$ cat config.mk
export PLATFORM = sky130hd
export DESIGN_NAME = tile_mem
export DESIGN_NICKNAME = d
export VERILOG_FILES = /design/src/rtlinf_pkg.sv /design/src/tile_mem.sv
export SDC_FILE = /design/constraint.sdc
export NUM_CORES = 2
export LEC_CHECK = 0
export BUFFER_PORTS_ARGS = -buffer_cell sky130_fd_sc_hd__buf_2
export CAP_MARGIN = 10
export CORE_ASPECT_RATIO = 1.1
export CORE_MARGIN = 5
export CORE_UTILIZATION = 45
export CTS_CLUSTER_SIZE = 25
export DETAILED_ROUTE_END_ITERATION = 10
export PLACE_DENSITY = 0.6
export SYNTH_ARGS = -nofsm -noshare
export SYNTH_HDL_FRONTEND = slang
export SYNTH_SLANG_ARGS = --single-unit
$ cat constraint.sdc
create_clock -name clk -period 2.4 [get_ports clk]
set_input_delay 0.24 -clock clk [delete_from_list [all_inputs] [get_ports clk]]
set_output_delay 0.24 -clock clk [all_outputs]
set_load 0.005 [all_outputs]
$ cat src/rtlinf_pkg.sv
// rtlinf shared definitions
// sizes, config and load structs, lane result word and FSM states
package rtlinf_pkg;

  localparam int DATA_WIDTH             = 8;
  localparam int GROUP_SIZE             = 2;   // activations per activation word
  localparam int NUM_LANES              = 4;   // also weights per weight word
  localparam int ACC_WIDTH              = 16;
  localparam int LOG_MAX_ITERS          = 8;
  localparam int LOG_MAX_READS_PER_ITER = 8;
  localparam int LOG_MAX_ADDRESS        = 8;
  localparam int NUM_ADDRESSES          = 256;
  localparam int ACT_WORD_WIDTH         = GROUP_SIZE * DATA_WIDTH;
  localparam int WEIGHT_WORD_WIDTH      = NUM_LANES * DATA_WIDTH;
  localparam int TOTAL_WIDTH            = LOG_MAX_ITERS + LOG_MAX_READS_PER_ITER;
  localparam int LANE_IDX_WIDTH         = $clog2(NUM_LANES);

  typedef struct packed {
    logic [LOG_MAX_ITERS-1:0]          num_iters;
    logic [LOG_MAX_READS_PER_ITER-1:0] num_reads_per_iter;
    logic [LOG_MAX_ADDRESS-1:0]        read_address;
    logic [LOG_MAX_ADDRESS-1:0]        write_address;
    logic signed [DATA_WIDTH-1:0]      min_clip;
    logic signed [DATA_WIDTH-1:0]      max_clip;
  } rtlinf_cfg_t;

  typedef struct packed {
    logic                         load_en;
    logic                         load_weight;  // 1 selects the weight memory
    logic [LOG_MAX_ADDRESS-1:0]   load_addr;
    logic [WEIGHT_WORD_WIDTH-1:0] load_data;    // activation memory takes the low bits
  } mem_load_t;

  // sums[g] belongs to group element g
  typedef struct packed {
    logic [GROUP_SIZE-1:0][ACC_WIDTH-1:0] sums;
  } lane_sum_t;

  typedef enum logic [1:0] {RD_IDLE, RD_REQ, RD_WAIT} reader_state_e;

  typedef enum logic {DR_COLLECT, DR_SEND} drain_state_e;

endpackage
$ cat src/tile_mem.sv
// tile memory
// written through the load port, read with one cycle of latency
module tile_mem #(
  parameter int WIDTH = 16
) (
  input  logic                                   clk,
  input  logic                                   rst_n,
  input  logic                                   load_en,
  input  logic [rtlinf_pkg::LOG_MAX_ADDRESS-1:0] load_addr,
  input  logic [WIDTH-1:0]                       load_data,
  input  logic                                   read,
  input  logic [rtlinf_pkg::LOG_MAX_ADDRESS-1:0] addr,
  output logic [WIDTH-1:0]                       data,
  output logic                                   valid_out
);

  logic [WIDTH-1:0] mem [rtlinf_pkg::NUM_ADDRESSES];

  always_ff @(posedge clk) begin
    if (load_en) begin
      mem[load_addr] <= load_data;
    end
    if (read) begin
      data <= mem[addr];
    end
  end

  always_ff @(posedge clk) begin
    if (!rst_n) begin
      valid_out <= 1'b0;
    end else begin
      valid_out <= read;  // data lands with this
    end
  end

endmodule

======== After elaboration in Yosys (flattened, before gate mapping) ========
Memory sizes are Yosys's and may differ from the RTL's. A register that Yosys moved wholly into a read port is not among the register bits.
Index checks and enable logic that the tools add are counted.
cells by class
  multiplexer cells ....................... 2
operators by type and width
  kind     number
  $mux W1  2
storage, ports and cells
  register bits after elaboration ......... 1
  bits in writable memories ............... 4096
  input bits .............................. 36
  output and inout port bits .............. 17
  word-level logic and storage cells ...... 4
  memories kept ........................... 1
memories
  memory  words  width  read ports  clocked after memory_dff  wr ports  RTL line        source
  mem     256    16     1           1                         1         tile_mem.sv:17  logic [WIDTH-1:0] mem [rtlinf_pkg::NUM_ADDRESSES];

======== Logic depth before layout (Yosys ltp) ========
  depth after elaboration ................. 2
  gate-level depth with buffers ........... 12
  depth with buffers taken out ............ 6

======== Worst setup path after synthesis ========
OpenSTA, ideal clock, no wires.
  kind .................................... input to register
  start point ............................. in addr[0] (netlist bit)
  end point ............................... reg data[0], read port of mem (data pin)
  setup time .............................. 0.265 ns
  arrival ................................. 2.325 ns
  required time ........................... 2.135 ns
  slack ................................... -0.191 ns
  stages on the path ...................... 9
  path buffers ............................ 3
  path through ............................ buf_4 buf_2 buf_2 mux4_2 mux2_2 a22oi_1 nand2_1 o32ai_1 nor4_1
RTL lines
  what                RTL line        source
  start: declaration  tile_mem.sv:12  input logic [rtlinf_pkg::LOG_MAX_ADDRESS-1:0] addr,
  end: declaration    tile_mem.sv:13  output logic [WIDTH-1:0] data,

==> results.toml <==
[placed_design]
io_buffers = 52
gp_congestion = 0.871
dp_hpwl_mm = 267
place_area_um2 = 175000

[cts]
htree_num_levels = 5
clk_latency_ns = 0.96
cts_tree = "done"
cts_setup_buffers = 0
clock_path_buffers = 4
clkTransAtPathRegs_ns = 0.07
cts_root_buffer = "clkbuf_16"
clock-sinks = 4113
numCtsBuffers = 408

[yosys]
synth.yosys.seq_area_share_pct = 77.9
synth_warnings = 0
syn_inst = 7356
syn-num-nets = 7392
ys_ff_latch = 4113
synth_top_area_share_pct = 77.9
syn_area_um2 = 159000
yosys.area.top_type = "edfxtp_1"
synth-edff-count = 4112
ys_types = 43
synth_common_cells = "edfxtp_1 (4,112), mux4_2 (770), mux2i_1 (636)"
synth_area_leaders = "edfxtp_1 (78%), mux4_2 (11%), mux2i_1 (4.0%)"
synth_most_common_cell = "edfxtp_1"
avgSynthCellArea_um2 = 21.6
synth_ff_type = "edfxtp_1"
ys_async_sr_fraction_pct = 0

[global_route]
grt_pass1_vias = 81300
grt_usage_pct = 22.9
grt_pass1_wl_mm = 605
grt_max_degree = 112
antenna_found_initial = 22
grt_overflow = 0

[drt]
wl_mm = 422
drt_iter0_markers = 9353
dr_total_vias = 80500
firstDrtPassIters = 6
ant_nets = 0
drc_errors = 0
wire_per_inst_um = 31.4
vias_per_cell = 5.99

[layout]
drive_above_1_share_pct = 30.6
postLayoutCellArea_um2 = 189000
layout.nets = 8525
areaGrowthSynthToFinish_pct = 19.1

[floorplan]
fp.dieW_um = 576
io_pins = 53
core_um2 = 351000
start_util_pct = 45.2
dieArea_um2 = 364000
num_rows = 228
die_h_um = 633

[sta]
fin_crit_sh_pct = 115
rsz0062_at_grt = "true"
final-hold-violation-count = 0
holdWs_ns = 0.157
tightestPinTransition_ns = 1.39
finalMaxSlewViolations = 0
max-slew-margin-rel_pct = 6.57
fin_crit_ns = 2.77
finalClockSkew_ns = 0.0549
setup_ws_ns = -0.366
fin_tns_setup_ns = -2.14
setup_viol = 15
fmax_mhz = 361

[job]
drv_cap = 0

[worst_setup_path]
criticalPathCategory = "register to register"
critPathMaxFanout = 1
arrival_ns = 3.42
cp-start-kind = "register"
worstPathRequired_ns = 3.06
endpoint_kind = "register"

[status]
failed_checks = "negative setup slack"
status = "finished with violations"

[pwr]
fin_total_pwr_w = 0.150
p_leak_nw = 61.3
powerDensity_nw_per_um2 = 794
vdd.ir_drop.worst_mv = 0.731

[worst_hold_path]
hold_class = "input pin to register"
==> stage by stage <==
step	std cells	setup WS [ns]	utilization [%]
3_3_place_gp	12700	-1.59	49.8
5_1_grt	13400	-0.366	53.8
3_5_place_dp	12700	-1.61	49.8
2_1_floorplan	7356	-0.00500	-
4_1_cts	13400	-0.358	53.8
6_report	13400	-0.366	53.8
==> cell usage in the layout (no fill, tap or decap), types with 17 or more instances in the layout <==
cell type / synthesis / routed
nor2_1: 276 / 209
buf_2: 64 / 31
buf_8: 10 / 17
nand3_1: 27 / 18
o22ai_1: 165 / 165
o221ai_1: 305 / 305
clkinv_1: 1 / 121
nand2_1: 58 / 57
mux2_2: 64 / 54
nor2_2: 0 / 66
bufinv_16: 0 / 37
nand4_1: 25 / 25
dlygate4sd3_1: 0 / 23
a22oi_1: 21 / 19
mux4_2: 770 / 770
o21ai_0: 35 / 35
edfxtp_1: 4112 / 4112
mux2i_1: 636 / 636
clkbuf_16: 0 / 412
buf_4: 38 / 753
buf_12: 8 / 332
clkbuf_1: 226 / 74
a21oi_1: 197 / 196
nor3_1: 75 / 71
clkinv_2: 0 / 64
==> report_power, final <==
part | switching [W] | internal (W)
Sequential | 0.0000928 | 0.0792
Combinational | 0.00514 | 0.00348
Clock | 0.0266 | 0.0354
Total | 0.0318 | 0.118
==> layer usage <==
metal  global-route usage [%]  vias to the layer above  wire [µm]  part of all wire (%)
met3                     3.33                      598      29300                   6.9
met4                     7.13                        0      14700                   3.5
met1                     32.1                    43000     172000                    41
li1                         -                    33600          -                     -
met5                        0                        -          0                     0
met2                     37.5                     3260     206000                    49
==> worst max-delay path: stages (launching register included) <==
cell,delay [ns]
edfxtp_1,0.40
mux4_2,0.48
mux4_2,0.54
a22o_4,0.35
o32ai_4,0.47
buf_6,0.18
nor4_4,0.04
==> final timing paths <==
path	startpoint	to	slack, ns	depth (start not counted)
worst max-delay path	mem[60][10]	data[10]	-0.37	6
worst min-delay path	load_addr[2]	mem[172][5]	0.16	4
worst max register to register	mem[60][10]	data[10]	-0.37	6
worst min register to register	mem[106][11]	data[11]	1.15	6
==> flip-flops by register name (all words and copies together), names as in the netlist <==
register   cells
valid_out      1
data          16
mem         4096
==> layout make-up <==
cell class	count	area, µm²
Multi-Input combinational cell	2790	33600
Sequential cell	4113	123000
Timing Repair Buffer	1172	13100
Inverter	4	25.0
Clock buffer	486	10600
Antenna cell	6	15.0
Clock inverter	260	2330
Tap cell	4600	5760
Fill cell	26500	162000
==> logic make-up (layout without fill, tap and decap cells) <==
group | count (synthesis) | count (layout) | synth area share (%)
simple gates | 507 | 507 | 1.41
other cells | 0 | 6 | 0
flops | 4113 | 4113 | 77.9
buf+inv | 453 | 1922 | 1.67
mux | 1470 | 1470 | 15.4
compound gates | 813 | 813 | 3.65
==> what timing repair did <==
action / CTS / global route
hold buffers: 23 / 0
pin swaps: 31 / 17
endpoints found under the hold margin: 2484 / 0
gates resized for setup: 116 / 34
setup endpoints to repair: 16 / 16
Power figures use the tool's default switching activity.
