File: config.mk
export PLATFORM = sky130hd
export DESIGN_NAME = stream_reader
export DESIGN_NICKNAME = d
export VERILOG_FILES = /design/src/rtlinf_pkg.sv /design/src/stream_reader.sv
export SDC_FILE = /design/constraint.sdc
export NUM_CORES = 1
export LEC_CHECK = 0
export BUFFER_PORTS_ARGS = -buffer_cell sky130_fd_sc_hd__buf_2
export CAP_MARGIN = 20
export CORE_ASPECT_RATIO = 0.75
export CORE_MARGIN = 2
export CORE_UTILIZATION = 50
export CTS_CLUSTER_DIAMETER = 50
export CTS_CLUSTER_SIZE = 8
export DETAILED_ROUTE_END_ITERATION = 8
export GPL_TIMING_DRIVEN = 0
export PLACE_DENSITY = 0.83
export SKIP_CTS_REPAIR_TIMING = 1
export SLEW_MARGIN = 20
export SYNTH_ARGS = -nofsm -noshare
export SYNTH_HDL_FRONTEND = slang
export SYNTH_SLANG_ARGS = --single-unit
export TNS_END_PERCENT = 100
File: constraint.sdc
create_clock -name clk -period 3.9 [get_ports clk]
set_input_delay 0.585 -clock clk [delete_from_list [all_inputs] [get_ports clk]]
set_output_delay 0.585 -clock clk [all_outputs]
set_load 0.05 [all_outputs]
File: src/rtlinf_pkg.sv
// rtlinf shared definitions
// sizes, config and load structs, lane result word and FSM states
package rtlinf_pkg;

  localparam int DATA_WIDTH             = 8;
  localparam int GROUP_SIZE             = 2;   // activations per activation word
  localparam int NUM_LANES              = 4;   // also weights per weight word
  localparam int ACC_WIDTH              = 16;
  localparam int LOG_MAX_ITERS          = 8;
  localparam int LOG_MAX_READS_PER_ITER = 8;
  localparam int LOG_MAX_ADDRESS        = 8;
  localparam int NUM_ADDRESSES          = 256;
  localparam int ACT_WORD_WIDTH         = GROUP_SIZE * DATA_WIDTH;
  localparam int WEIGHT_WORD_WIDTH      = NUM_LANES * DATA_WIDTH;
  localparam int TOTAL_WIDTH            = LOG_MAX_ITERS + LOG_MAX_READS_PER_ITER;
  localparam int LANE_IDX_WIDTH         = $clog2(NUM_LANES);

  typedef struct packed {
    logic [LOG_MAX_ITERS-1:0]          num_iters;
    logic [LOG_MAX_READS_PER_ITER-1:0] num_reads_per_iter;
    logic [LOG_MAX_ADDRESS-1:0]        read_address;
    logic [LOG_MAX_ADDRESS-1:0]        write_address;
    logic signed [DATA_WIDTH-1:0]      min_clip;
    logic signed [DATA_WIDTH-1:0]      max_clip;
  } rtlinf_cfg_t;

  typedef struct packed {
    logic                         load_en;
    logic                         load_weight;  // 1 selects the weight memory
    logic [LOG_MAX_ADDRESS-1:0]   load_addr;
    logic [WEIGHT_WORD_WIDTH-1:0] load_data;    // activation memory takes the low bits
  } mem_load_t;

  // sums[g] belongs to group element g
  typedef struct packed {
    logic [GROUP_SIZE-1:0][ACC_WIDTH-1:0] sums;
  } lane_sum_t;

  typedef enum logic [1:0] {RD_IDLE, RD_REQ, RD_WAIT} reader_state_e;

  typedef enum logic {DR_COLLECT, DR_SEND} drain_state_e;

endpackage
File: src/stream_reader.sv
// stream reader
// walks num_iters*num_reads_per_iter words from read_address,
// one read in flight, results held in a one-entry output register
module stream_reader #(
  parameter int WIDTH = 16
) (
  input  logic                                   clk,
  input  logic                                   rst_n,
  input  logic                                   configure,
  input  rtlinf_pkg::rtlinf_cfg_t                cfg,
  output logic                                   read,
  output logic [rtlinf_pkg::LOG_MAX_ADDRESS-1:0] addr,
  input  logic [WIDTH-1:0]                       mem_data,
  input  logic                                   mem_valid,
  output logic                                   valid,
  output logic [WIDTH-1:0]                       data,
  input  logic                                   avail
);

  rtlinf_pkg::reader_state_e            state;
  logic [rtlinf_pkg::TOTAL_WIDTH-1:0]   remaining;

  // issue only with the register free or draining this cycle
  assign read = (state == rtlinf_pkg::RD_REQ) && (!valid || avail);

  always_ff @(posedge clk) begin
    if (!rst_n) begin
      state     <= rtlinf_pkg::RD_IDLE;
      valid     <= 1'b0;
      remaining <= '0;
      addr      <= '0;
    end else begin
      if (mem_valid) begin
        valid <= 1'b1;
      end else if (valid && avail) begin
        valid <= 1'b0;
      end

      case (state)
        rtlinf_pkg::RD_IDLE: begin
          if (configure) begin
            addr      <= cfg.read_address;
            remaining <= cfg.num_iters * cfg.num_reads_per_iter;
            state     <= rtlinf_pkg::RD_REQ;
          end
        end
        rtlinf_pkg::RD_REQ: begin
          if (read) begin
            state <= rtlinf_pkg::RD_WAIT;
          end
        end
        rtlinf_pkg::RD_WAIT: begin
          if (mem_valid) begin
            addr      <= addr + 1'b1;
            remaining <= remaining - 1'b1;
            state     <= (remaining == 1) ? rtlinf_pkg::RD_IDLE : rtlinf_pkg::RD_REQ;
          end
        end
        default: state <= rtlinf_pkg::RD_IDLE;
      endcase
    end
  end

  always_ff @(posedge clk) begin
    if (mem_valid) begin
      data <= mem_data;
    end
  end

endmodule

-- Yosys cells after proc, flatten, opt, wreduce, memory -nomap -nowiden
Index checks and enable logic that the tools add are counted.
- add/subtract/negate cells: 2
- multiply operators: 1
- div/mod/pow operators: 0
- magnitude comparators: 0
- eq/ne operators: 6
- shift operators: 0
- muxes and demuxes: 13
- bitwise operators: 0
- reductions and logical operators: 9
- operators by type and width (operator ; number):
    $mux 16 ; 2
    $pmux 16 s2 ; 1
    $eq 16x1->1 const B ; 1
    $mul 8x8->16 ; 1
    $mux 8 ; 2
    $pmux 8 s2 ; 1
    $sub 16x1->16 const B ; 1
    $add 8x1->8 const B ; 1
    $mux 2 ; 3
    $ne 2x2->1 const B ; 3
    $pmux 2 s3 ; 1
    $reduce_and 3->1 ; 2
    $reduce_bool 2->1 ; 2
    $mux 1 ; 3
    $eq 2x1->1 const B ; 1
    $eq 2x2->1 const B ; 1
    $logic_and 1x1->1 ; 2
    $logic_not 2->1 ; 1
    $logic_not 1->1 ; 1
    $logic_or 1x1->1 ; 1
- register bits after elaboration: 43
- latch bits: 0
- bits in writable memories: 0
- bits in read-only memories: 0
- input port bits: 69
- output and inout bits: 26
- word-level logic and storage cells: 36
- memories: 0

-- Depth between registers and ports, before layout
- depth in word-level cells: 5
- depth in mapped cells: 16
- depth with buffers taken out: 16

-- Least setup slack after synthesis
No wires, ideal clock.
- path type: input to register
- start: in cfg[40] in the netlist's numbering
- end: reg remaining[15] in the netlist's numbering
- library setup time: 136 ps
- data arrival time: 4076 ps
- required time: 3764 ps
- path slack: -312 ps
- stages: 15
- cell sequence: nand2_1 > fa_1 > fa_1 > inv_1 > fa_1 > inv_1 > fa_1 > inv_1 > ha_1 > o21a_1 > o31a_1 > o221ai_2 > o21ai_0 > a211oi_1 > o32ai_1
- word-level cells in the longest chain between the ends: 3
- RTL lines (element ; line ; text):
    start, declared ; stream_reader.sv:10 ; input rtlinf_pkg::rtlinf_cfg_t cfg,
    $mul 8x8->16 ; stream_reader.sv:43 ; remaining <= cfg.num_iters * cfg.num_reads_per_iter;
    $mux 16 ; stream_reader.sv:41 ; if (configure) begin
    $pmux 16 s2 ; stream_reader.sv:39 ; case (state)
    end signal, assigned ; stream_reader.sv:43 ;
    end signal, assigned ; stream_reader.sv:55 ; remaining <= remaining - 1'b1;
    end, declared ; stream_reader.sv:21 ; logic [rtlinf_pkg::TOTAL_WIDTH-1:0] remaining;
No other way between the ends. The select of a mux whose other input is x is not followed.
A chain may end at the register's enable or synchronous reset.

-- Worst setup path in the final report
- start: in cfg[44] in the netlist's numbering
- end: reg remaining[15] in the netlist's numbering
The elaborated chain is that of the path after synthesis.

==> reports/results.ini <==
[outcome]
status = complete, but fails checks
violations = setup timing

[setup_path]
cp-end-kind = flop
crit_fanout = 6
worst_ep_required_time_ns = 4.11
start_kind = input port
worstPathArrival_ns = 4.24
worstSetupPathType = input port to flop

[cts]
clock_latency_ns = 0.31
tritoncts = done
root_buffer = clkbuf_8
cts-buffers-inserted = 5
htree_levels = 2
clock_sinks = 43
clk_pin_slew_ns = 0.09
clock_path_buffers = 2

[pwr]
power_density_mw_per_mm2 = 507.9
irDropWorstVdd_v = 0.0002758
power.leakage_uw = 0.002322

[route]
drt_iter0_markers = 209
routedWlPerCell_microns = 16.18
drc = 0
vias = 3752
ant_nets = 0
via_per_inst = 5.746
finalWirelength_mm = 10.57
dr.pass1.iters = 5

[die]
dieArea_sq_mm = 0.008985
fp-row-count = 28
ios = 95
start_util_pct = 51.78
die_x_microns = 108.8
die-height_microns = 82.59
coreArea_sq_mm = 0.007953

[logic_synthesis]
syn_area_sq_mm = 0.004118
synth.distinct_cells = 55
avgSynthCellArea_sq_um = 8.894
syn_nets = 607
ys_top_cells_by_area = fa_1 (18%), dfxtp_1 (13%), ha_1 (12%)
ys.flop_type = dfxtp_1
synth_edf_count = 16
yosysTopAreaCellShare_pct = 17.50
yosysSeqAreaShare_pct = 24.79
synth_area_leader_cell = fa_1
ys_seq_elements = 43
synthArstFlopShare_pct = 0
synth_warnings = 0
synthCells = 463

[job]
max_cap_viol_count = 0

[grt]
grt-busiest-layer = met2
antenna_found_initial = 0
overflow = 0
grt_pass1_vias = 3464
grtUsageTotal_pct = 23.16
grt_max_degree = 24
grt_pass1_wl_mm = 16.22
met2_usage_pct = 37.19
grt_util_met1_pct = 32.37
globalRouteMet3Util_pct = 4.003

[layout]
areaGrowthSynthToFinish_pct = 23.49
fin_area_sq_mm = 0.005085
finalNonFillerCells = 653
nNetsFinal = 691
layout-drive-gt1-share_pct = 24.64
diodes = 0

[sta]
setup_tns_ns = -0.2861
final_hold_viol_count = 0
rsz0062_at_grt = yes
finClkSkew_ns = 0.006156
maxSlewHeadroom_pct = 57.28
worst_pin_slew_ns = 0.6349
finalCritPeriodShare_pct = 103.1
fin_crit_ns = 4.022
max_freq_ghz = 0.2486
setup_viol = 5
finalMaxSlewViolations = 0
worst_slack_ns = -0.1222

[placed_design]
portBuffers = 70
placed_cell_area_sq_mm = 0.004687
place_inst = 638
preCtsSetupSlack_ns = -0.4705
dp_hpwl_mm = 7.802
gp_congestion = 0.9170

[min_path]
min_path_type = input port to flop

## state kept, by name, indices dropped and copies added (netlist names)
signal / count
addr: 8
state: 2
data: 16
valid: 1
remaining: 16
## final timing paths
| check | end | slack (ns) | depth (start not counted) | start |
|---|---|---|---|---|
| setup / recovery | remaining[15] | -0.12 | 15 | cfg[44] |
| hold / removal | data[9] | 0.45 | 1 | mem_data[9] |
| setup reg to reg | remaining[8] | 1.80 | 8 | remaining[1] |
| hold reg to reg | addr[7] | 0.51 | 2 | addr[7] |
## cell usage in the layout, fill, tap and decap left out, drive strengths merged, types with 3 or more instances in the layout
cell    Yosys  final
dfxtp      27     27
a22oi       5      5
inv        53     54
a21oi      29     29
o31ai       3      3
a31oi       6      6
nand2b      3      3
fa         36     36
buf         6     83
a211oi      5      5
ha         39     39
edfxtp     16     16
nor2b       4      4
nor3        8      8
clkbuf      7     12
nor2       33     33
nand2      39     39
a21o        6      6
xnor2       5      5
and2       54     54
o21ai      29     29
nand3       7      7
nand3b      3      3
nor4        4      4
## through the flow
stage	total power [uW]	hold WS [ns]	utilization, %
3_5_place_dp	1986	0.5092	58.94
3_3_place_gp	1936	0.4839	58.94
4_1_cts	2350	0.4394	60.34
2_1_floorplan	1696	0.4795	-
6_report	2582	0.4451	63.94
5_1_grt	2767	0.4337	63.94
## critical path, cell delays in order
cell	delay [ns]
buf_12	0.11
and2_4	0.15
fa_2	0.40
fa_1	0.50
fa_1	0.55
inv_1	0.05
fa_1	0.49
inv_2	0.05
ha_4	0.28
o21a_1	0.12
o31a_1	0.24
o221ai_4	0.17
o21ai_2	0.18
a211oi_2	0.08
o32ai_1	0.28
## synthesized netlist by cell type, types with 2 or more instances
cell type and number:
dfxtp_1 27, nor2b_1 4, o2bb2ai_1 2, mux2i_1 2
inv_1 53, o21ai_0 25, buf_2 6, and3_1 2
o31ai_1 2, nand4_1 2, nand3b_1 3, clkbuf_1 7
a21o_1 6, xnor2_1 5, nor4_1 3, nor2_1 32
o21ai_1 4, ha_1 39, o21bai_1 2, and2_1 54
edfxtp_1 16, nor3_1 8, a21oi_1 28, o41ai_1 2
o31a_1 2, a31oi_1 6, o22ai_1 2, nand3_1 7
a32oi_1 2, nand2b_1 3, xor2_1 2, a211oi_1 5
nand2_1 39, fa_1 36, a22oi_1 5
## report_power, final
part	internal (uW)	total (uW)	leakage (uW)	switching [uW]
clock network	191	364	0.0000562	172
logic	707	1620	0.00189	917
registers	533	595	0.000379	61.1
total	1430	2580	0.00232	1150
## cells by family after synthesis
logic type / Yosys count / synth area share, %
flip-flops: 43 / 24.79
XOR/XNOR: 7 / 1.489
AND/OR/NAND/NOR: 163 / 20.63
multiplexers: 2 / 0.4862
adder cells (fa/ha/maj): 75 / 29.35
AO/OA/AOI/OAI: 107 / 17.05
buffers and inverters: 66 / 6.199
## layer usage
layer | routed length (microns) | vias up
met1 | 4603 | 1863
met4 | 153 | 0
met3 | 575 | 19
li1 | - | 1751
met5 | 0 | -
met2 | 5232 | 119
## final cells by class
cell class	instances	area (sq um)
tap	105	131.4
timing repair buffer	77	516.7
multi-input combinational	354	3049
sequential	43	1021
inverter	53	198.9
clock inverter	3	42.54
clock buffer	5	68.82
fill	657	2868
buffer	13	56.30
Power figures use the tool's default switching activity.
