<file path="config.mk">
export PLATFORM = sky130hd
export DESIGN_NAME = mac_lane
export DESIGN_NICKNAME = d
export VERILOG_FILES = /design/src/rtlinf_pkg.sv /design/src/mac_lane.sv
export SDC_FILE = /design/constraint.sdc
export NUM_CORES = 1
export LEC_CHECK = 0
export ABC_CLOCK_PERIOD_IN_PS = 9300
export BUFFER_PORTS_ARGS = -buffer_cell sky130_fd_sc_hd__buf_2
export CORE_ASPECT_RATIO = 1.5
export CORE_MARGIN = 1
export CORE_UTILIZATION = 55
export CTS_CLUSTER_SIZE = 30
export DETAILED_ROUTE_END_ITERATION = 16
export PLACE_DENSITY_LB_ADDON = 0.3
export SYNTH_ARGS = -nofsm -noshare
export SYNTH_HDL_FRONTEND = slang
export SYNTH_SLANG_ARGS = --single-unit
export TNS_END_PERCENT = 5
</file>
<file path="constraint.sdc">
create_clock -name clk -period 9.3 [get_ports clk]
set_input_delay 2.325 -clock clk [delete_from_list [all_inputs] [get_ports clk]]
set_output_delay 2.325 -clock clk [all_outputs]
set_load 0.03 [all_outputs]
</file>
<file path="src/rtlinf_pkg.sv">
// rtlinf shared definitions
// sizes, config and load structs, lane result word and FSM states
package rtlinf_pkg;

  localparam int DATA_WIDTH             = 8;
  localparam int GROUP_SIZE             = 2;   // activations per activation word
  localparam int NUM_LANES              = 4;   // also weights per weight word
  localparam int ACC_WIDTH              = 16;
  localparam int LOG_MAX_ITERS          = 8;
  localparam int LOG_MAX_READS_PER_ITER = 8;
  localparam int LOG_MAX_ADDRESS        = 8;
  localparam int NUM_ADDRESSES          = 256;
  localparam int ACT_WORD_WIDTH         = GROUP_SIZE * DATA_WIDTH;
  localparam int WEIGHT_WORD_WIDTH      = NUM_LANES * DATA_WIDTH;
  localparam int TOTAL_WIDTH            = LOG_MAX_ITERS + LOG_MAX_READS_PER_ITER;
  localparam int LANE_IDX_WIDTH         = $clog2(NUM_LANES);

  typedef struct packed {
    logic [LOG_MAX_ITERS-1:0]          num_iters;
    logic [LOG_MAX_READS_PER_ITER-1:0] num_reads_per_iter;
    logic [LOG_MAX_ADDRESS-1:0]        read_address;
    logic [LOG_MAX_ADDRESS-1:0]        write_address;
    logic signed [DATA_WIDTH-1:0]      min_clip;
    logic signed [DATA_WIDTH-1:0]      max_clip;
  } rtlinf_cfg_t;

  typedef struct packed {
    logic                         load_en;
    logic                         load_weight;  // 1 selects the weight memory
    logic [LOG_MAX_ADDRESS-1:0]   load_addr;
    logic [WEIGHT_WORD_WIDTH-1:0] load_data;    // activation memory takes the low bits
  } mem_load_t;

  // sums[g] belongs to group element g
  typedef struct packed {
    logic [GROUP_SIZE-1:0][ACC_WIDTH-1:0] sums;
  } lane_sum_t;

  typedef enum logic [1:0] {RD_IDLE, RD_REQ, RD_WAIT} reader_state_e;

  typedef enum logic {DR_COLLECT, DR_SEND} drain_state_e;

endpackage
</file>
<file path="src/mac_lane.sv">
// multiply-accumulate lane
// multiplies its weight byte by each activation of the group and
// accumulates over one iteration, holding the sums until take
module mac_lane (
  input  logic                                  clk,
  input  logic                                  rst_n,
  input  logic                                  configure,
  input  rtlinf_pkg::rtlinf_cfg_t               cfg,
  input  logic [rtlinf_pkg::DATA_WIDTH-1:0]     lane_weight,
  input  logic                                  op_valid,
  input  logic [rtlinf_pkg::ACT_WORD_WIDTH-1:0] op_act,
  output logic                                  lane_avail,
  output logic                                  result_valid,
  output rtlinf_pkg::lane_sum_t                 result,
  input  logic                                  take
);

  logic [rtlinf_pkg::LOG_MAX_READS_PER_ITER-1:0] reads_per_iter;
  logic [rtlinf_pkg::LOG_MAX_READS_PER_ITER-1:0] read_cnt;
  logic signed [rtlinf_pkg::DATA_WIDTH-1:0]      w_s;
  logic signed [rtlinf_pkg::DATA_WIDTH-1:0]      act_b [rtlinf_pkg::GROUP_SIZE];
  logic signed [rtlinf_pkg::ACC_WIDTH-1:0]       prod  [rtlinf_pkg::GROUP_SIZE];
  logic                                          xfer;

  assign lane_avail = !result_valid;  // busy while a result waits
  assign xfer       = op_valid && lane_avail;
  assign w_s        = lane_weight;

  always_comb begin
    for (int g = 0; g < rtlinf_pkg::GROUP_SIZE; g++) begin
      act_b[g] = op_act[g*rtlinf_pkg::DATA_WIDTH +: rtlinf_pkg::DATA_WIDTH];
      prod[g]  = act_b[g] * w_s;  // sign extended to ACC_WIDTH first
    end
  end

  always_ff @(posedge clk) begin
    if (!rst_n) begin
      reads_per_iter <= '0;
      read_cnt       <= '0;
      result_valid   <= 1'b0;
      result         <= '0;
    end else begin
      if (configure) begin
        reads_per_iter <= cfg.num_reads_per_iter;
      end
      if (take) begin
        result_valid <= 1'b0;
        result       <= '0;
      end else if (xfer) begin
        for (int g = 0; g < rtlinf_pkg::GROUP_SIZE; g++) begin
          result.sums[g] <= result.sums[g] + prod[g];  // wraps at 16 bits
        end
        if (read_cnt == reads_per_iter - 1'b1) begin
          read_cnt     <= '0;
          result_valid <= 1'b1;
        end else begin
          read_cnt <= read_cnt + 1'b1;
        end
      end
    end
  end

endmodule

</file>
# Yosys cells after proc, flatten, opt, wreduce, memory -nomap -nowiden

Cells that the tools add are included.
W data, S select, Z words.

Input port bits: 77
Word-level logic and storage cells: 20
Output and inout bits: 34
Register bits: 49

$mul: 2
Muxes and demuxes: 1
Add/subtract/negate cells: 4
Bitwise operators: 2
Reductions and logical operators: 5
Equal/unequal tests: 1

Operators with widths:

| kind                  | count |
|---|---|
| $add A16 B16 Y16      | 2 |
| $mul A8 B8 Y16        | 2 |
| $add A8 B1 Y8 const B | 1 |
| $eq A8 B8 Y1          | 1 |
| $mux W8               | 1 |
| $sub A8 B1 Y8 const B | 1 |
| $reduce_and A2 Y1     | 2 |
| $not A1 Y1            | 2 |
| $reduce_or A2 Y1      | 1 |
| $logic_and A1 B1 Y1   | 1 |
| $logic_not A1 Y1      | 1 |

# Logic depth before layout (Yosys ltp)

Depth in word-level cells: 3
Depth in mapped cells: 19
Gate-level depth less buffers: 18

# Least setup slack after synthesis

Ideal clock, no wire load.

Path type: input -> register
Start point: input port op_act[7] (netlist name)
End point: register result[15] (netlist name)
Required time: 9.167 ns
Stages on the path: 15
Arrival time: 6.576 ns
Path slack: 2.591 ns
Setup time: 0.133 ns
Path buffers: 0
Cells stage by stage: and2_1 inv_1 fa_1 inv_1 fa_1 fa_1 fa_1 fa_1 ha_1 o21ai_0 o21bai_1 o32a_1 a311oi_2 xnor2_1 a21oi_1

Longest elaborated chain between the ends: 2

RTL lines:

| item             | RTL line       | source |
|---|---|---|
| start, declared  | mac_lane.sv:11 | `input logic [rtlinf_pkg::ACT_WORD_WIDTH-1:0] op_act,` |
| $mul A8 B8 Y16   | mac_lane.sv:32 | `prod[g] = act_b[g] * w_s;` |
| $add A16 B16 Y16 | mac_lane.sv:51 | `result.sums[g] <= result.sums[g] + prod[g];` |
| end, declared    | mac_lane.sv:14 | `output rtlinf_pkg::lane_sum_t result,` |

No other way between the ends.
A chain may end at the register's enable or synchronous reset.

# Worst setup path after layout

Start point: input port lane_weight[0] (netlist name)
End point: register result[15] (netlist name)

Longest elaborated chain between the ends: 2

RTL lines:

| item             | RTL line       | source |
|---|---|---|
| start, declared  | mac_lane.sv:9  | `input logic [rtlinf_pkg::DATA_WIDTH-1:0] lane_weight,` |
| $mul A8 B8 Y16   | mac_lane.sv:32 |  |
| $add A16 B16 Y16 | mac_lane.sv:51 |  |

No other way between the ends.

==> flow_summary.ini <==
[place]
port_buffers = 70
gp_congestion = 0.814
hpwl_microns = 13600

[worst_hold_path]
hp-class = flip-flop to flip-flop
min_path_cells = 2
min_to = result[17]$_SDFFE_PP0P_
min_from = result[17]$_SDFFE_PP0P_

[drt]
dr_wl_met3_microns = 502
via_per_inst = 5.49
highest_layer = met4
first_pass_iters = 7
wl_met1_microns = 6330
drt_iter0_drc = 272
wl_met2_microns = 9160
drt-wirelength-per-cell_microns = 15.5
ant_nets = 0
drc = 0
dr_total_vias = 5844
routed_wl_microns = 16500

[logic_synthesis]
synth.most_common_cell = inv_1
synth-seq-cells = 49
synth_edf_count = 0
ys.flop_type = dfxtp_1
synth-adder-area-share = 0.485
synth-simple-area-share = 0.157
synth-xor-area-share = 0.0536
synth_top_family_by_area = adder cells
synth.distinct_cells = 49
synth_compound_gate_area_share = 0.0864
synth_mux_area_frac = 0.0102
syn_area_per_cell_sq_um = 9.32
synth_top_cell_by_area = fa_1
syn_area_sq_um = 7820
yosys-top-cells-area = fa_1 (36%), dfxtp_1 (13%), ha_1 (12%)
async_flop_share = 0
synth_top_area_share = 0.364
synth_cells = 839
synth-seq-area-share = 0.125
yosys-top-cells-count = inv_1 (151), fa_1 (142), nand2_1 (94)
yosysWarningCount = 0
syn_nets = 1134

[timing]
worstMarginPinSlew_ns = 0.716
finalCritPeriodShare = 0.761
finalSetupViolations = 0
finalHoldViolations = 0
max_freq_mhz = 141
slew_headroom = 0.521
slew_violations = 0
setup_tns_ns = 0
rsz0062_at_grt = false
clock_skew_ns = 0.00657
post-route-min-period_ns = 7.08

[global_routing]
grt_pass1_wl_microns = 27400
antenna_found_initial = 0
grt_max_degree = 34
grt_pass1_vias = 5899
gr-total-overflow = 0
grt_usage = 0.239

[die]
die_width_microns = 99.4
die-height_microns = 148
start_util = 0.562
num_io_pins = 111
rows = 53
core_area_sq_um = 13900
die_area_sq_um = 14700

[final_layout]
drive_gt1_frac = 0.100
n_antenna_cell = 0
fin_util = 0.608
layout.nets = 1194
syn2layout_area_growth_pct = 8.35

[critical_path]
critPathKind = input port to flip-flop
crit_fanout = 16
r2r_setup_slack_ns = 4.69
crit_slowest_cell = fa_1
worst_ep_arrival_time_ns = 7.25
required_ns = 9.47
critPathBufInv = 3
critPathMostFrequentCell = fa_1
worstRegToRegCells = 16
cpLargestDelayFamily = adder cells
r2r_end = result[29]$_SDFFE_PP0P_
cp-end-kind = flip-flop
worstPathCellList = buf_2 -> and2_1 -> inv_1 -> fa_1 -> inv_1 -> fa_1 -> fa_1 -> fa_1 -> fa_1 -> ha_1 -> o21ai_0 -> o21bai_1 -> o32a_1 -> a311oi_2 -> xnor2_1 -> a21oi_1
max_stage_delay_ns = 0.58
reg2reg_from = result[22]$_SDFFE_PP0P_
startpoint_type = input port

[clocking]
clkLatencyLatePin_ns = 0.30
postCtsSetupRepairBufs = 0
cts_tree = done
clk_path_buf_depth = 2
cts_made_buffers = 5
clk_pin_slew_worst_paths_ns = 0.07
cts_resized = 0
clock-sinks = 49
hold_buffers = 0
cts_root_buf = clkbuf_16
cts_max_level = 2

[flow_run]
drv_cap = 0

[pwr]
pwr_density_cell_nw_per_um2 = 272
power_leakage_nw = 4.24
ir_drop_uv = 190

[status]
status = completed
-- cell usage in the layout, fill, tap and decap left out, types with 2 or more instances in the layout --
master     netlist  routed
a211o_1          3       3
a211oi_1        13      13
a21o_1           9       9
a21oi_1         29      29
a22oi_1          3       3
a31oi_1          4       4
and2_1          66      66
and3_1           7       7
and4_1           2       2
buf_2            0      70
buf_4            0       3
clkbuf_16        0       5
dfxtp_1         49      49
fa_1           142     142
ha_1            76      76
inv_1          151     151
mux2i_1          8       8
nand2_1         94      94
nand2b_1         6       6
nand3_1          7       7
nor2_1          40      40
nor2b_1          3       2
nor3_1           7       7
nor3_2           2       2
nor4_1           4       4
nor4b_1          2       2
o2111ai_1        3       3
o21a_1           4       4
o21ai_0         10      10
o21bai_1         6       6
o22ai_1          3       3
o311ai_0         3       3
o32a_1           2       2
xnor2_1         39      39
xor2_1           7       7
-- sequential cells by signal (all words and copies together), names as in the netlist --
signal,flops
result,32
read_cnt,8
reads_per_iter,8
result_valid,1
-- cell type report --
type	instances	area, sq um
clock inverters	3	21.3
well taps	165	206
flip-flops and latches	49	981
multi-input cells	619	6200
fillers	1264	5450
repair buffers	73	373
clock buffers	5	125
inverters	151	567
-- power by group --
group / internal, mW / leakage [nW] / switching (mW)
logic: 0.831 / 3.77 / 1.01
clock network: 0.100 / 0.0702 / 0.0884
registers: 0.240 / 0.400 / 0.0347
-- metal layers --
metal / global-route usage / up-vias
li1: - / 2762
met1: 0.275 / 2921
met2: 0.448 / 129
met3: 0.0279 / 32
met4: 0.0853 / 0
met5: 0 / -
-- per-stage QoR --
step	power [mW]	std cells	hold WS, ns	instance area (sq um)	worst slack, ns
after global routing	2.59	1065	0.497	8470	1.92
after global placement	2.08	1057	0.455	8330	1.93
after CTS	2.34	1065	0.475	8470	2.20
final	2.31	1065	0.471	8470	2.22
after detailed placement	2.14	1057	0.465	8330	1.91
after floorplan	1.75	839	0.460	7820	2.59
-- kinds of logic after synthesis --
group | Yosys count
flip-flops | 49
multiplexers | 8
AO/OA/AOI/OAI | 99
buffers and inverters | 171
adder cells (fa/ha/maj) | 218
XOR/XNOR | 47
AND/OR/NAND/NOR | 247
-- worst max-delay path by stage --
stage	start	end	slack (ns)	cells past startpoint
6_report	lane_weight[0]	result[15]$_SDFFE_PP0P_	2.22	16
5_1_grt	lane_weight[0]	result[15]$_SDFFE_PP0P_	1.92	16
4_1_cts	lane_weight[0]	result[15]$_SDFFE_PP0P_	2.20	16
3_5_place_dp	lane_weight[0]	result[15]$_SDFFE_PP0P_	1.91	16
3_3_place_gp	lane_weight[0]	result[15]$_SDFFE_PP0P_	1.93	16
2_1_floorplan	op_act[7]	result[15]$_SDFFE_PP0P_	2.59	15
-- worst min-delay path, delay by kind of cell, from the launching register on --
kind	cells	cell delay [ns]
AO/OA/AOI/OAI	1	0.05
AND/OR/NAND/NOR	1	0.05
flip-flops	1	0.32
Power figures use the tool's default switching activity.
