[src/rtlinf_pkg.sv]
// rtlinf shared definitions
// sizes, config and load structs, lane result word and FSM states
package rtlinf_pkg;

  localparam int DATA_WIDTH             = 8;
  localparam int GROUP_SIZE             = 2;   // activations per activation word
  localparam int NUM_LANES              = 4;   // also weights per weight word
  localparam int ACC_WIDTH              = 16;
  localparam int LOG_MAX_ITERS          = 8;
  localparam int LOG_MAX_READS_PER_ITER = 8;
  localparam int LOG_MAX_ADDRESS        = 8;
  localparam int NUM_ADDRESSES          = 256;
  localparam int ACT_WORD_WIDTH         = GROUP_SIZE * DATA_WIDTH;
  localparam int WEIGHT_WORD_WIDTH      = NUM_LANES * DATA_WIDTH;
  localparam int TOTAL_WIDTH            = LOG_MAX_ITERS + LOG_MAX_READS_PER_ITER;
  localparam int LANE_IDX_WIDTH         = $clog2(NUM_LANES);

  typedef struct packed {
    logic [LOG_MAX_ITERS-1:0]          num_iters;
    logic [LOG_MAX_READS_PER_ITER-1:0] num_reads_per_iter;
    logic [LOG_MAX_ADDRESS-1:0]        read_address;
    logic [LOG_MAX_ADDRESS-1:0]        write_address;
    logic signed [DATA_WIDTH-1:0]      min_clip;
    logic signed [DATA_WIDTH-1:0]      max_clip;
  } rtlinf_cfg_t;

  typedef struct packed {
    logic                         load_en;
    logic                         load_weight;  // 1 selects the weight memory
    logic [LOG_MAX_ADDRESS-1:0]   load_addr;
    logic [WEIGHT_WORD_WIDTH-1:0] load_data;    // activation memory takes the low bits
  } mem_load_t;

  // sums[g] belongs to group element g
  typedef struct packed {
    logic [GROUP_SIZE-1:0][ACC_WIDTH-1:0] sums;
  } lane_sum_t;

  typedef enum logic [1:0] {RD_IDLE, RD_REQ, RD_WAIT} reader_state_e;

  typedef enum logic {DR_COLLECT, DR_SEND} drain_state_e;

endpackage
[src/clip_writer.sv]
// clip writer
// saturates each sum to min_clip..max_clip, emits it with its address
// and pulses done with the last write of the run
module clip_writer (
  input  logic                                   clk,
  input  logic                                   rst_n,
  input  logic                                   configure,
  input  rtlinf_pkg::rtlinf_cfg_t                cfg,
  input  logic                                   sum_valid,
  input  rtlinf_pkg::lane_sum_t                  sum,
  output logic                                   write_valid,
  output logic [rtlinf_pkg::LOG_MAX_ADDRESS-1:0] write_addr,
  output logic [rtlinf_pkg::ACT_WORD_WIDTH-1:0]  write_data,
  output logic                                   done
);

  logic signed [rtlinf_pkg::DATA_WIDTH-1:0]  min_clip;
  logic signed [rtlinf_pkg::DATA_WIDTH-1:0]  max_clip;
  logic [rtlinf_pkg::LOG_MAX_ADDRESS-1:0]    addr_cnt;
  logic [rtlinf_pkg::TOTAL_WIDTH-1:0]        total;
  logic [rtlinf_pkg::TOTAL_WIDTH-1:0]        write_cnt;
  logic signed [rtlinf_pkg::ACC_WIDTH-1:0]   s;
  logic [rtlinf_pkg::ACT_WORD_WIDTH-1:0]     clipped;

  always_comb begin
    for (int g = 0; g < rtlinf_pkg::GROUP_SIZE; g++) begin
      s = sum.sums[g];
      if (s > max_clip) begin
        clipped[g*rtlinf_pkg::DATA_WIDTH +: rtlinf_pkg::DATA_WIDTH] = max_clip;
      end else if (s < min_clip) begin
        clipped[g*rtlinf_pkg::DATA_WIDTH +: rtlinf_pkg::DATA_WIDTH] = min_clip;
      end else begin
        clipped[g*rtlinf_pkg::DATA_WIDTH +: rtlinf_pkg::DATA_WIDTH] =
          s[rtlinf_pkg::DATA_WIDTH-1:0];  // in range, fits in a byte
      end
    end
  end

  always_ff @(posedge clk) begin
    if (!rst_n) begin
      write_valid <= 1'b0;
      done        <= 1'b0;
      min_clip    <= '0;
      max_clip    <= '0;
      addr_cnt    <= '0;
      total       <= '0;
      write_cnt   <= '0;
    end else begin
      write_valid <= sum_valid;
      done        <= sum_valid && (write_cnt == total - 1'b1);
      if (configure) begin
        min_clip  <= cfg.min_clip;
        max_clip  <= cfg.max_clip;
        addr_cnt  <= cfg.write_address;
        total     <= rtlinf_pkg::TOTAL_WIDTH'(cfg.num_iters) *
                     rtlinf_pkg::TOTAL_WIDTH'(rtlinf_pkg::NUM_LANES);
        write_cnt <= '0;
      end else if (sum_valid) begin
        addr_cnt  <= addr_cnt + 1'b1;
        write_cnt <= write_cnt + 1'b1;
      end
    end
  end

  always_ff @(posedge clk) begin
    if (sum_valid) begin
      write_addr <= addr_cnt;
      write_data <= clipped;
    end
  end

endmodule

[config.mk]
export PLATFORM = sky130hd
export DESIGN_NAME = clip_writer
export DESIGN_NICKNAME = d
export VERILOG_FILES = /design/src/rtlinf_pkg.sv /design/src/clip_writer.sv
export SDC_FILE = /design/constraint.sdc
export NUM_CORES = 1
export LEC_CHECK = 0
export BUFFER_PORTS_ARGS = -buffer_cell sky130_fd_sc_hd__buf_2
export CAP_MARGIN = 5
export CELL_PAD_IN_SITES_DETAIL_PLACEMENT = 0
export CELL_PAD_IN_SITES_GLOBAL_PLACEMENT = 1
export CORE_UTILIZATION = 42
export DETAILED_ROUTE_END_ITERATION = 8
export PLACE_DENSITY = 0.88
export SKIP_LAST_GASP = 1
export SLEW_MARGIN = 5
export SYNTH_ARGS = -nofsm -noshare
export SYNTH_HDL_FRONTEND = slang
export SYNTH_SLANG_ARGS = --single-unit
export TNS_END_PERCENT = 100
[constraint.sdc]
create_clock -name clk -period 3.6 [get_ports clk]
set_clock_uncertainty 0.15 [all_clocks]
set_input_delay 0.54 -clock clk [delete_from_list [all_inputs] [get_ports clk]]
set_output_delay 0.54 -clock clk [all_outputs]
set_load 0.02 [all_outputs]
=== Word level (Yosys, flattened, before mapping) ===
Index checks and enable logic that the tools add are counted.

* Register bits after elaboration: 74
* Input port bits: 84
* Output and inout bits: 26

* $add $sub $neg: 3
* $lt $le $gt $ge: 4
* Equality and inequality tests: 1
* Multiplexer cells: 6
* Bitwise gates (word level): 1
* Reductions and logical operators: 3

{| class="wikitable"
|+ Operator list
! operator !! count
|-
| $mux W8 || 6
|-
| $gt A16 B8 Y1 || 2
|-
| $lt A16 B8 Y1 || 2
|-
| $add A16 B1 Y16 const B || 1
|-
| $eq A16 B16 Y1 || 1
|-
| $sub A10 B1 Y11 const B || 1
|-
| $add A8 B1 Y8 const B || 1
|-
| $reduce_bool A2 Y1 || 1
|-
| $reduce_or A2 Y1 || 1
|-
| $logic_and A1 B1 Y1 || 1
|-
| $not A1 Y1 || 1
|}

=== Logic depth before layout (Yosys ltp) ===
Gate-level depths: netlist (run 1).

* Word-level depth: 3
* Mapped depth: 10

=== Least setup slack after synthesis (run 1) ===
No wires, ideal clock.

* Kind: flip-flop to flip-flop
* Start point: reg min_clip[7] in the netlist's numbering
* End point: reg write_data[0] in the netlist's numbering, data pin
* Arrival: 2.447 ns
* Required time: 3.190 ns
* Slack: 0.743 ns
* Stages on the path, launching flop included: 9
* Buffers on the path: 0
* Cell sequence: dfxtp_1 > inv_1 > ha_1 > nand3_1 > nor4_1 > a32oi_1 > a21oi_2 > mux2_4 > mux2_4

* Word-level cells in the longest chain between the ends: 3

{| class="wikitable"
|+ Ends and longest elaborated chain
! item !! RTL line !! text
|-
| from (decl) || clip_writer.sv:17 || <nowiki>logic signed [rtlinf_pkg::DATA_WIDTH-1:0] min_clip;</nowiki>
|-
| from (signal assigned) || clip_writer.sv:52 || <nowiki>min_clip <= cfg.min_clip;</nowiki>
|-
| $lt A16 B8 Y1 || clip_writer.sv:30 || <nowiki>end else if (s < min_clip) begin</nowiki>
|-
| $mux W8 || clip_writer.sv:30 ||
|-
| $mux W8 || clip_writer.sv:28 || <nowiki>if (s > max_clip) begin</nowiki>
|-
| via clipped, one bit || clip_writer.sv:23 || <nowiki>logic [rtlinf_pkg::ACT_WORD_WIDTH-1:0] clipped;</nowiki>
|-
| to (signal assigned) || clip_writer.sv:68 || <nowiki>write_data <= clipped;</nowiki>
|-
| to (decl) || clip_writer.sv:13 || <nowiki>output logic [rtlinf_pkg::ACT_WORD_WIDTH-1:0] write_data,</nowiki>
|}

The timed path passes the listed nets, and every way through them passes these cells.
A chain may end at the register's enable or synchronous reset.

=== Final worst setup path (run 1) ===
* Start point: reg min_clip[7] in the netlist's numbering
* End point: reg write_data[4] in the netlist's numbering, data pin

Same word-level chain as after synthesis.

==> results of run 1 <==
power by group through the flow:
stage	clock network [W]	logic [W]	registers (W)
detailed placement	0	0.000478	0.000977
global route	0.000922	0.000538	0.000965
CTS	0.000888	0.000481	0.000960
global placement	0	0.000457	0.000976
finish	0.000870	0.000480	0.000961
floorplan	0	0.000287	0.000999
kinds of logic after synthesis:
family | after synthesis | share of synthesized area [%]
simple gates | 161 | 18.42
compound gates | 88 | 12.00
flops | 74 | 35.74
fa+ha+maj | 65 | 16.88
mux | 42 | 8.935
buf+inv | 37 | 2.935
xor+xnor | 28 | 5.091
path summary, 6_finish.rpt:
kind                         to  cells past startpoint   startpoint  slack [ps]
hold / removal    write_addr[7]                      0  addr_cnt[7]         310
setup reg to reg  write_data[4]                     10  min_clip[7]         600
hold reg to reg   write_addr[7]                      0  addr_cnt[7]         310
setup / recovery  write_data[4]                     10  min_clip[7]         600
metrics by stage:
step	std cells	power, W
3_3_place_gp	723	0.001433
4_1_cts	739	0.002329
6_report	739	0.002310
3_5_place_dp	723	0.001455
2_1_floorplan	495	0.001286
5_1_grt	739	0.002425
cell usage after synthesis, types with 12 or more instances:
cell | number | area, um^2
nor2_1 | 21 | 78.83
mux2i_1 | 40 | 400.4
nor3_1 | 12 | 60.06
xor2_1 | 17 | 148.9
dfxtp_1 | 50 | 1001
nand2_1 | 28 | 105.1
edfxtp_1 | 24 | 720.7
nand4_1 | 24 | 150.1
inv_1 | 24 | 90.09
ha_1 | 65 | 813.3
o21ai_0 | 26 | 130.1
nor2b_1 | 30 | 187.7
a21oi_1 | 14 | 70.07
registers in the layout (all words and copies together), names as in the netlist, 8 cells and up:
| name | cells |
|---|---|
| write_data | 16 |
| min_clip | 8 |
| addr_cnt | 8 |
| max_clip | 8 |
| write_addr | 8 |
| write_cnt | 16 |
| total | 8 |
layer usage:
| layer | routed length [um] | up-vias | track usage, % | share of wire [%] |
|---|---|---|---|---|
| met2 | 5574 | 104 | 33.87 | 48 |
| met1 | 5245 | 1967 | 27.09 | 45 |
| met3 | 629 | 19 | 3.586 | 5.4 |
| li1 | - | 2031 | - | - |
| met4 | 199 | 0 | 7.915 | 1.7 |
| met5 | 0 | - | 0 | 0 |
layout make-up:
cell class / instances / share of cell area [%]
Sequential cell: 74 / 29.90
Multi-Input combinational cell: 384 / 51.30
Clock buffer: 13 / 4.715
Timing Repair Buffer: 101 / 9.126
Inverter: 24 / 1.565
Tap cell: 140 / 3.042
Clock inverter: 3 / 0.3477
==> results.md, run 1 <==
- Headroom to the max-slew limit: 59.20%
- Number of storage elements in the synthesis netlist: between 70 and 80
- Final core utilization: between 50% and 60%
- Mean cell area of the mapped netlist: ~9.7 um^2
- Number of hold violations in the final report: 0
- Yosys warning count: 0
- Syn-to-layout area delta: 19.53%
- Startpoint type of the worst setup path: register
- Via count of the first global-routing pass: slightly below 4000
- Clock-pin slew of the registers on the worst-case setup and hold paths: roughly 60 ps
- Number of clock buffers inserted by TritonCTS: 9
- Data arrival at the endpoint of the critical path: between 2000 and 3000 ps
- Portion of the clock cycle consumed by the worst path in the final layout: 83.40%
- Overall global routing resource usage: about 21%
- Post-detailed-route via-to-cell ratio: between 5 and 6
- FFs w/ async S/R, synth: 0%
- Status: completed
- Part of the total power dissipated in combinational logic: 20.8%
- Antenna Violating Nets Remaining: 0
- Post-CTS Setup Repair Bufs: 0
- Clock tree from TritonCTS: built
- Commonest non-fill, non-tap cell in the layout: buf_2
- Global-route wire length before repair: about 19000 um
- DR vias: around 4100
- Total of hold buffers inserted after clock tree synthesis: 0
- Post-CTS resize count: 0
- Lkg Pwr: approximately 2.5 nW
- Flip-flop cell with the highest count after synthesis: dfxtp_1
- Most frequent cells in the layout: buf_2 (93), ha_1 (65), dfxtp_1 (50)
- Synth Cell Area: 4817 um^2
- Worst vdd ir: between 200 and 250 uV
- Post-layout net count: between 700 and 800
- Final wirelength: between 10000 and 15000 um
- Share of power burned in the clock network: between 30 and 40%
- Final-report max-slew violation count: 0
- Die X-Extent: ~110 um
- Number of cells produced by synthesis: ~500
- Hold WS: ~310 ps
- Post-layout instance area: roughly 5800 um^2
- Area of the multi-input gates: 2954 um^2
- Total global routing overflow: 0
- Layout cells sized above 1: between 20% and 30%
- Quantity of I/O buffers inserted on ports: between 90 and 100
- CTS Sinks: 74
- Average routed wire per standard cell: roughly 16 um
- Detailed-router iteration count before antenna repair: 5
- Count of distinct cell types in the synthesized netlist: 52
- Clock root buffer: clkbuf_16
- DP Wirelength: 9180 um
- Switching power of the nets: about 0.00065 W
- EDFF count, synth: 24
- Count of H-tree levels built during CTS: 3
- Total DRC errors in the routed layout: 0
- Rows: 38
- Highest cell delay on the worst timing path: about 400 ps
- Internal power component: roughly 0.0017 W
- Transition time of the tightest slew-check pin: about 600 ps
- Crit Path Category: reg2reg
- Highest-delay cell along the critical path: dfxtp_1
- Height of the chip: around 110 um
- Critical path capture point type: register
- Flip-flop and latch area: between 1500 and 2000 um^2
- Clock Latency Late Sink: about 330 ps
- Power density normalized to cell area: 401.2 nW/um^2
- Data required time at the worst endpoint: around 3500 ps
- Min setup slack post-route: roughly 600 ps
- Number of antenna violations at the first check in global routing: 0
- Drt initial violations: 230
- Total of max-cap violations: 0
- Overall die area: approximately 12000 um^2
- Longest Clk Path Bufs: 2
- Maximum fanout count along the critical path: 11
- Antenna diodes: 0
- Net count after synthesis: 644
- Ordered cell list for the critical path: inv_1 > buf_4 > ha_1 > nand3_1 > nor4_1 > a32oi_1 > a21oi_2 > buf_4 > mux2i_1 > mux2i_1
- Setup-violating endpoint count in the final report: 0
- Final total negative setup slack: 0 ps
- I/O pin total: between 100 and 150
- Core box area: 10980 um^2
- Unrepaired setup endpoints after global routing: false
- Post-placement worst setup slack: ~600 ps
- Register area share after synthesis: 35.74%
- Pin count of the biggest net entering global routing: 36
- Reg power frac: 41.6%
- Top Family by Delay on Critical Path: buffers and inverters
- Filler Cell Count: approximately 1000
- Buffering stage count on the worst path with inverters included: 3
- Proportion of total power due to net switching: between 20% and 30%
- Worst min-delay path category: reg2reg
- Initial cell density of the core: 43.86%
- Global placer's final weighted congestion: roughly 0.85
- Placed standard-cell area: roughly 5500 um^2
- Max Fclk: 333.1 MHz
- Post-layout minimum cycle time: about 3000 ps
No activity file was read; power rests on OpenSTA's default activity.
==> inputs of run 2 (changes only) <==
Clock period 3.6 ns to 2.8 ns, I/O delays scaled along.
==> run 2 against run 1 <==
  * Worst setup slack got worse by 550 ps
  * Hold slack got worse by 110 ps
  * Largest cell class unchanged
  * Combinational power rose by 43%
  * Critical path depth fell by 1
==> results.md, run 2 (synthesis results as in run 1) <==
- Portion of the clock cycle consumed by the worst path in the final layout: between 90% and 100%
- Clock tree from TritonCTS: built
- Headroom to the max-slew limit: between 50% and 60%
- Total of max-cap violations: 0
- Crit Path Category: reg2reg
- Switching power of the nets: between 0.0009 and 0.001 W
- Status: completed
- Transition time of the tightest slew-check pin: 606.6 ps
- CTS Sinks: 74
- Final-report max-slew violation count: 0
- Layout cells sized above 1: roughly a quarter
- Number of antenna violations at the first check in global routing: 0
- Core box area: between 10000 and 15000 um^2
- Hold WS: slightly above 200 ps
- Setup-violating endpoint count in the final report: 0
- I/O pin total: 110
- Overall global routing resource usage: 21.55%
- Via count of the first global-routing pass: a little over 4000
- Longest Clk Path Bufs: 2
- Internal power component: 0.002196 W
- Die X-Extent: about 110 um
- Worst min-delay path category: in2reg
- Most frequent cells in the layout: buf_2 (94), ha_1 (62), dfxtp_1 (48)
- Final wirelength: around 13000 um
- Commonest non-fill, non-tap cell in the layout: buf_2
- Total global routing overflow: 0
- Drt initial violations: between 150 and 200
- Rows: 38
- Worst vdd ir: ~330 uV
- Placed cells: 734
- Overall power after layout: 0.003101 W
- Post-placement worst setup slack: -43.51 ps
- Share of power burned in the clock network: between 30% and 40%
- Antenna Violating Nets Remaining: 0
- Data arrival at the endpoint of the critical path: about 2700 ps
- Clock-pin slew of the registers on the worst-case setup and hold paths: ~60 ps
- Height of the chip: between 100 and 150 um
- Count of H-tree levels built during CTS: 3
- Startpoint type of the worst setup path: register
- Post-layout net count: between 700 and 800
- Critical path capture point type: register
- Min setup slack post-route: 46.46 ps
- Maximum fanout count along the critical path: 4
- Total DRC errors in the routed layout: 0
- Final core utilization: a little over half
- Detailed-router iteration count before antenna repair: 5
- Post-layout minimum cycle time: ~2800 ps
- Clock root buffer: clkbuf_16
- Post-detailed-route via-to-cell ratio: 5.555
- Syn-to-layout area delta: 25.25%
- Highest-delay cell along the critical path: dfxtp_4
- Met3 Use GR: 3.108%
- DR vias: 4211
- Proportion of total power due to net switching: 29.18%
- Pin count of the biggest net entering global routing: 35
- Data required time at the worst endpoint: around 2700 ps
- Antenna diodes: 0
- Finished Layout Cells: ~760
- Ordered cell list for the critical path: clkinvlp_4 > buf_12 > ha_4 > nand3_1 > nor4_2 > a32oi_2 > a21oi_4 > mux2_4 > mux2_4
- Max Fclk: 363.2 MHz
- Global-route layer with the greatest usage: met2
- Average routed wire per standard cell: approximately 17 um
- DP Wirelength: 9682 um
- Met2 capacity usage during global routing: a little over a third
- Part of the total power dissipated in combinational logic: 22.1%
- Initial cell density of the core: a little over two fifths
- Lkg Pwr: between 2 and 3 nW
- Global placer's final weighted congestion: 0.8574
- Quantity of I/O buffers inserted on ports: 93
- Highest cell delay on the worst timing path: 390 ps
- Critical Path Most Common Cell: mux2_4
- Met1 Use GR: 28.63%
- Clock Latency Late Sink: roughly 330 ps
- Largest registers in the final layout: write_cnt x16, write_data x16
- Power density normalized to cell area: between 500 and 600 nW/um^2
- Overall die area: ~12000 um^2
- Number of hold violations in the final report: 0
- Number of clock buffers inserted by TritonCTS: 9
- Global-route wire length before repair: 19750 um
- Reg power frac: between 30% and 40%
-- run 2: area by class of cell --
type	instances	area [um^2]
repair inverters	1	7.507
fillers	1000	4950
multi-input cells	384	3043
clock inverters	7	83.83
inverters	24	97.59
flip-flops and latches	74	1727
well taps	140	175.2
clock buffers	9	225.2
repair buffers	119	674.4
-- run 2: critical path, delay by kind of cell (launching register included) --
kind,cells,cell delay [ps]
multiplexers,2,560
AND/OR/NAND/NOR,2,480
flip-flops,1,390
AO/OA/AOI/OAI,2,360
buffers and inverters,2,290
adder cells (fa/ha/maj),1,260
-- run 2: worst paths after layout --
| kind | startpoint | endpoint | slack (ps) | depth (start not counted) |
|---|---|---|---|---|
| min reg2reg | addr_cnt[7] | write_addr[7] | 320 | 0 |
| min | cfg[5] | max_clip[5] | 200 | 3 |
| max reg2reg | min_clip[7] | write_data[0] | 50 | 9 |
| max | min_clip[7] | write_data[0] | 50 | 9 |
-- run 2: per-layer routing --
layer,part of all wire [%],vias up
met5,0,-
met4,1.8,0
met3,5.6,22
met2,49,136
met1,44,1978
li1,-,2075
-- run 2: power by group through the flow --
stage / logic [W] / registers, W / clock network [W]
after global routing: 0.000761 / 0.00124 / 0.00126
final: 0.000685 / 0.00123 / 0.00118
after floorplan: 0.000370 / 0.00128 / 0
after CTS: 0.000647 / 0.00123 / 0.00121
after detailed placement: 0.000640 / 0.00125 / 0
after global placement: 0.000611 / 0.00125 / 0
-- run 2: timing repair --
item,CTS,global route
cloned,1,0
endpoints found under the setup margin,7,16
buffers inserted,1,6
pin swaps,0,4
resized for setup,4,17
hold buffers,0,0
-- run 2: stage by stage --
stage	instance area, um^2	setup TNS, ps
2_1_floorplan	4825	0
3_3_place_gp	5557	0
3_5_place_dp	5557	-76.09
4_1_cts	5887	0
5_1_grt	6033	-110.1
6_report	6033	0
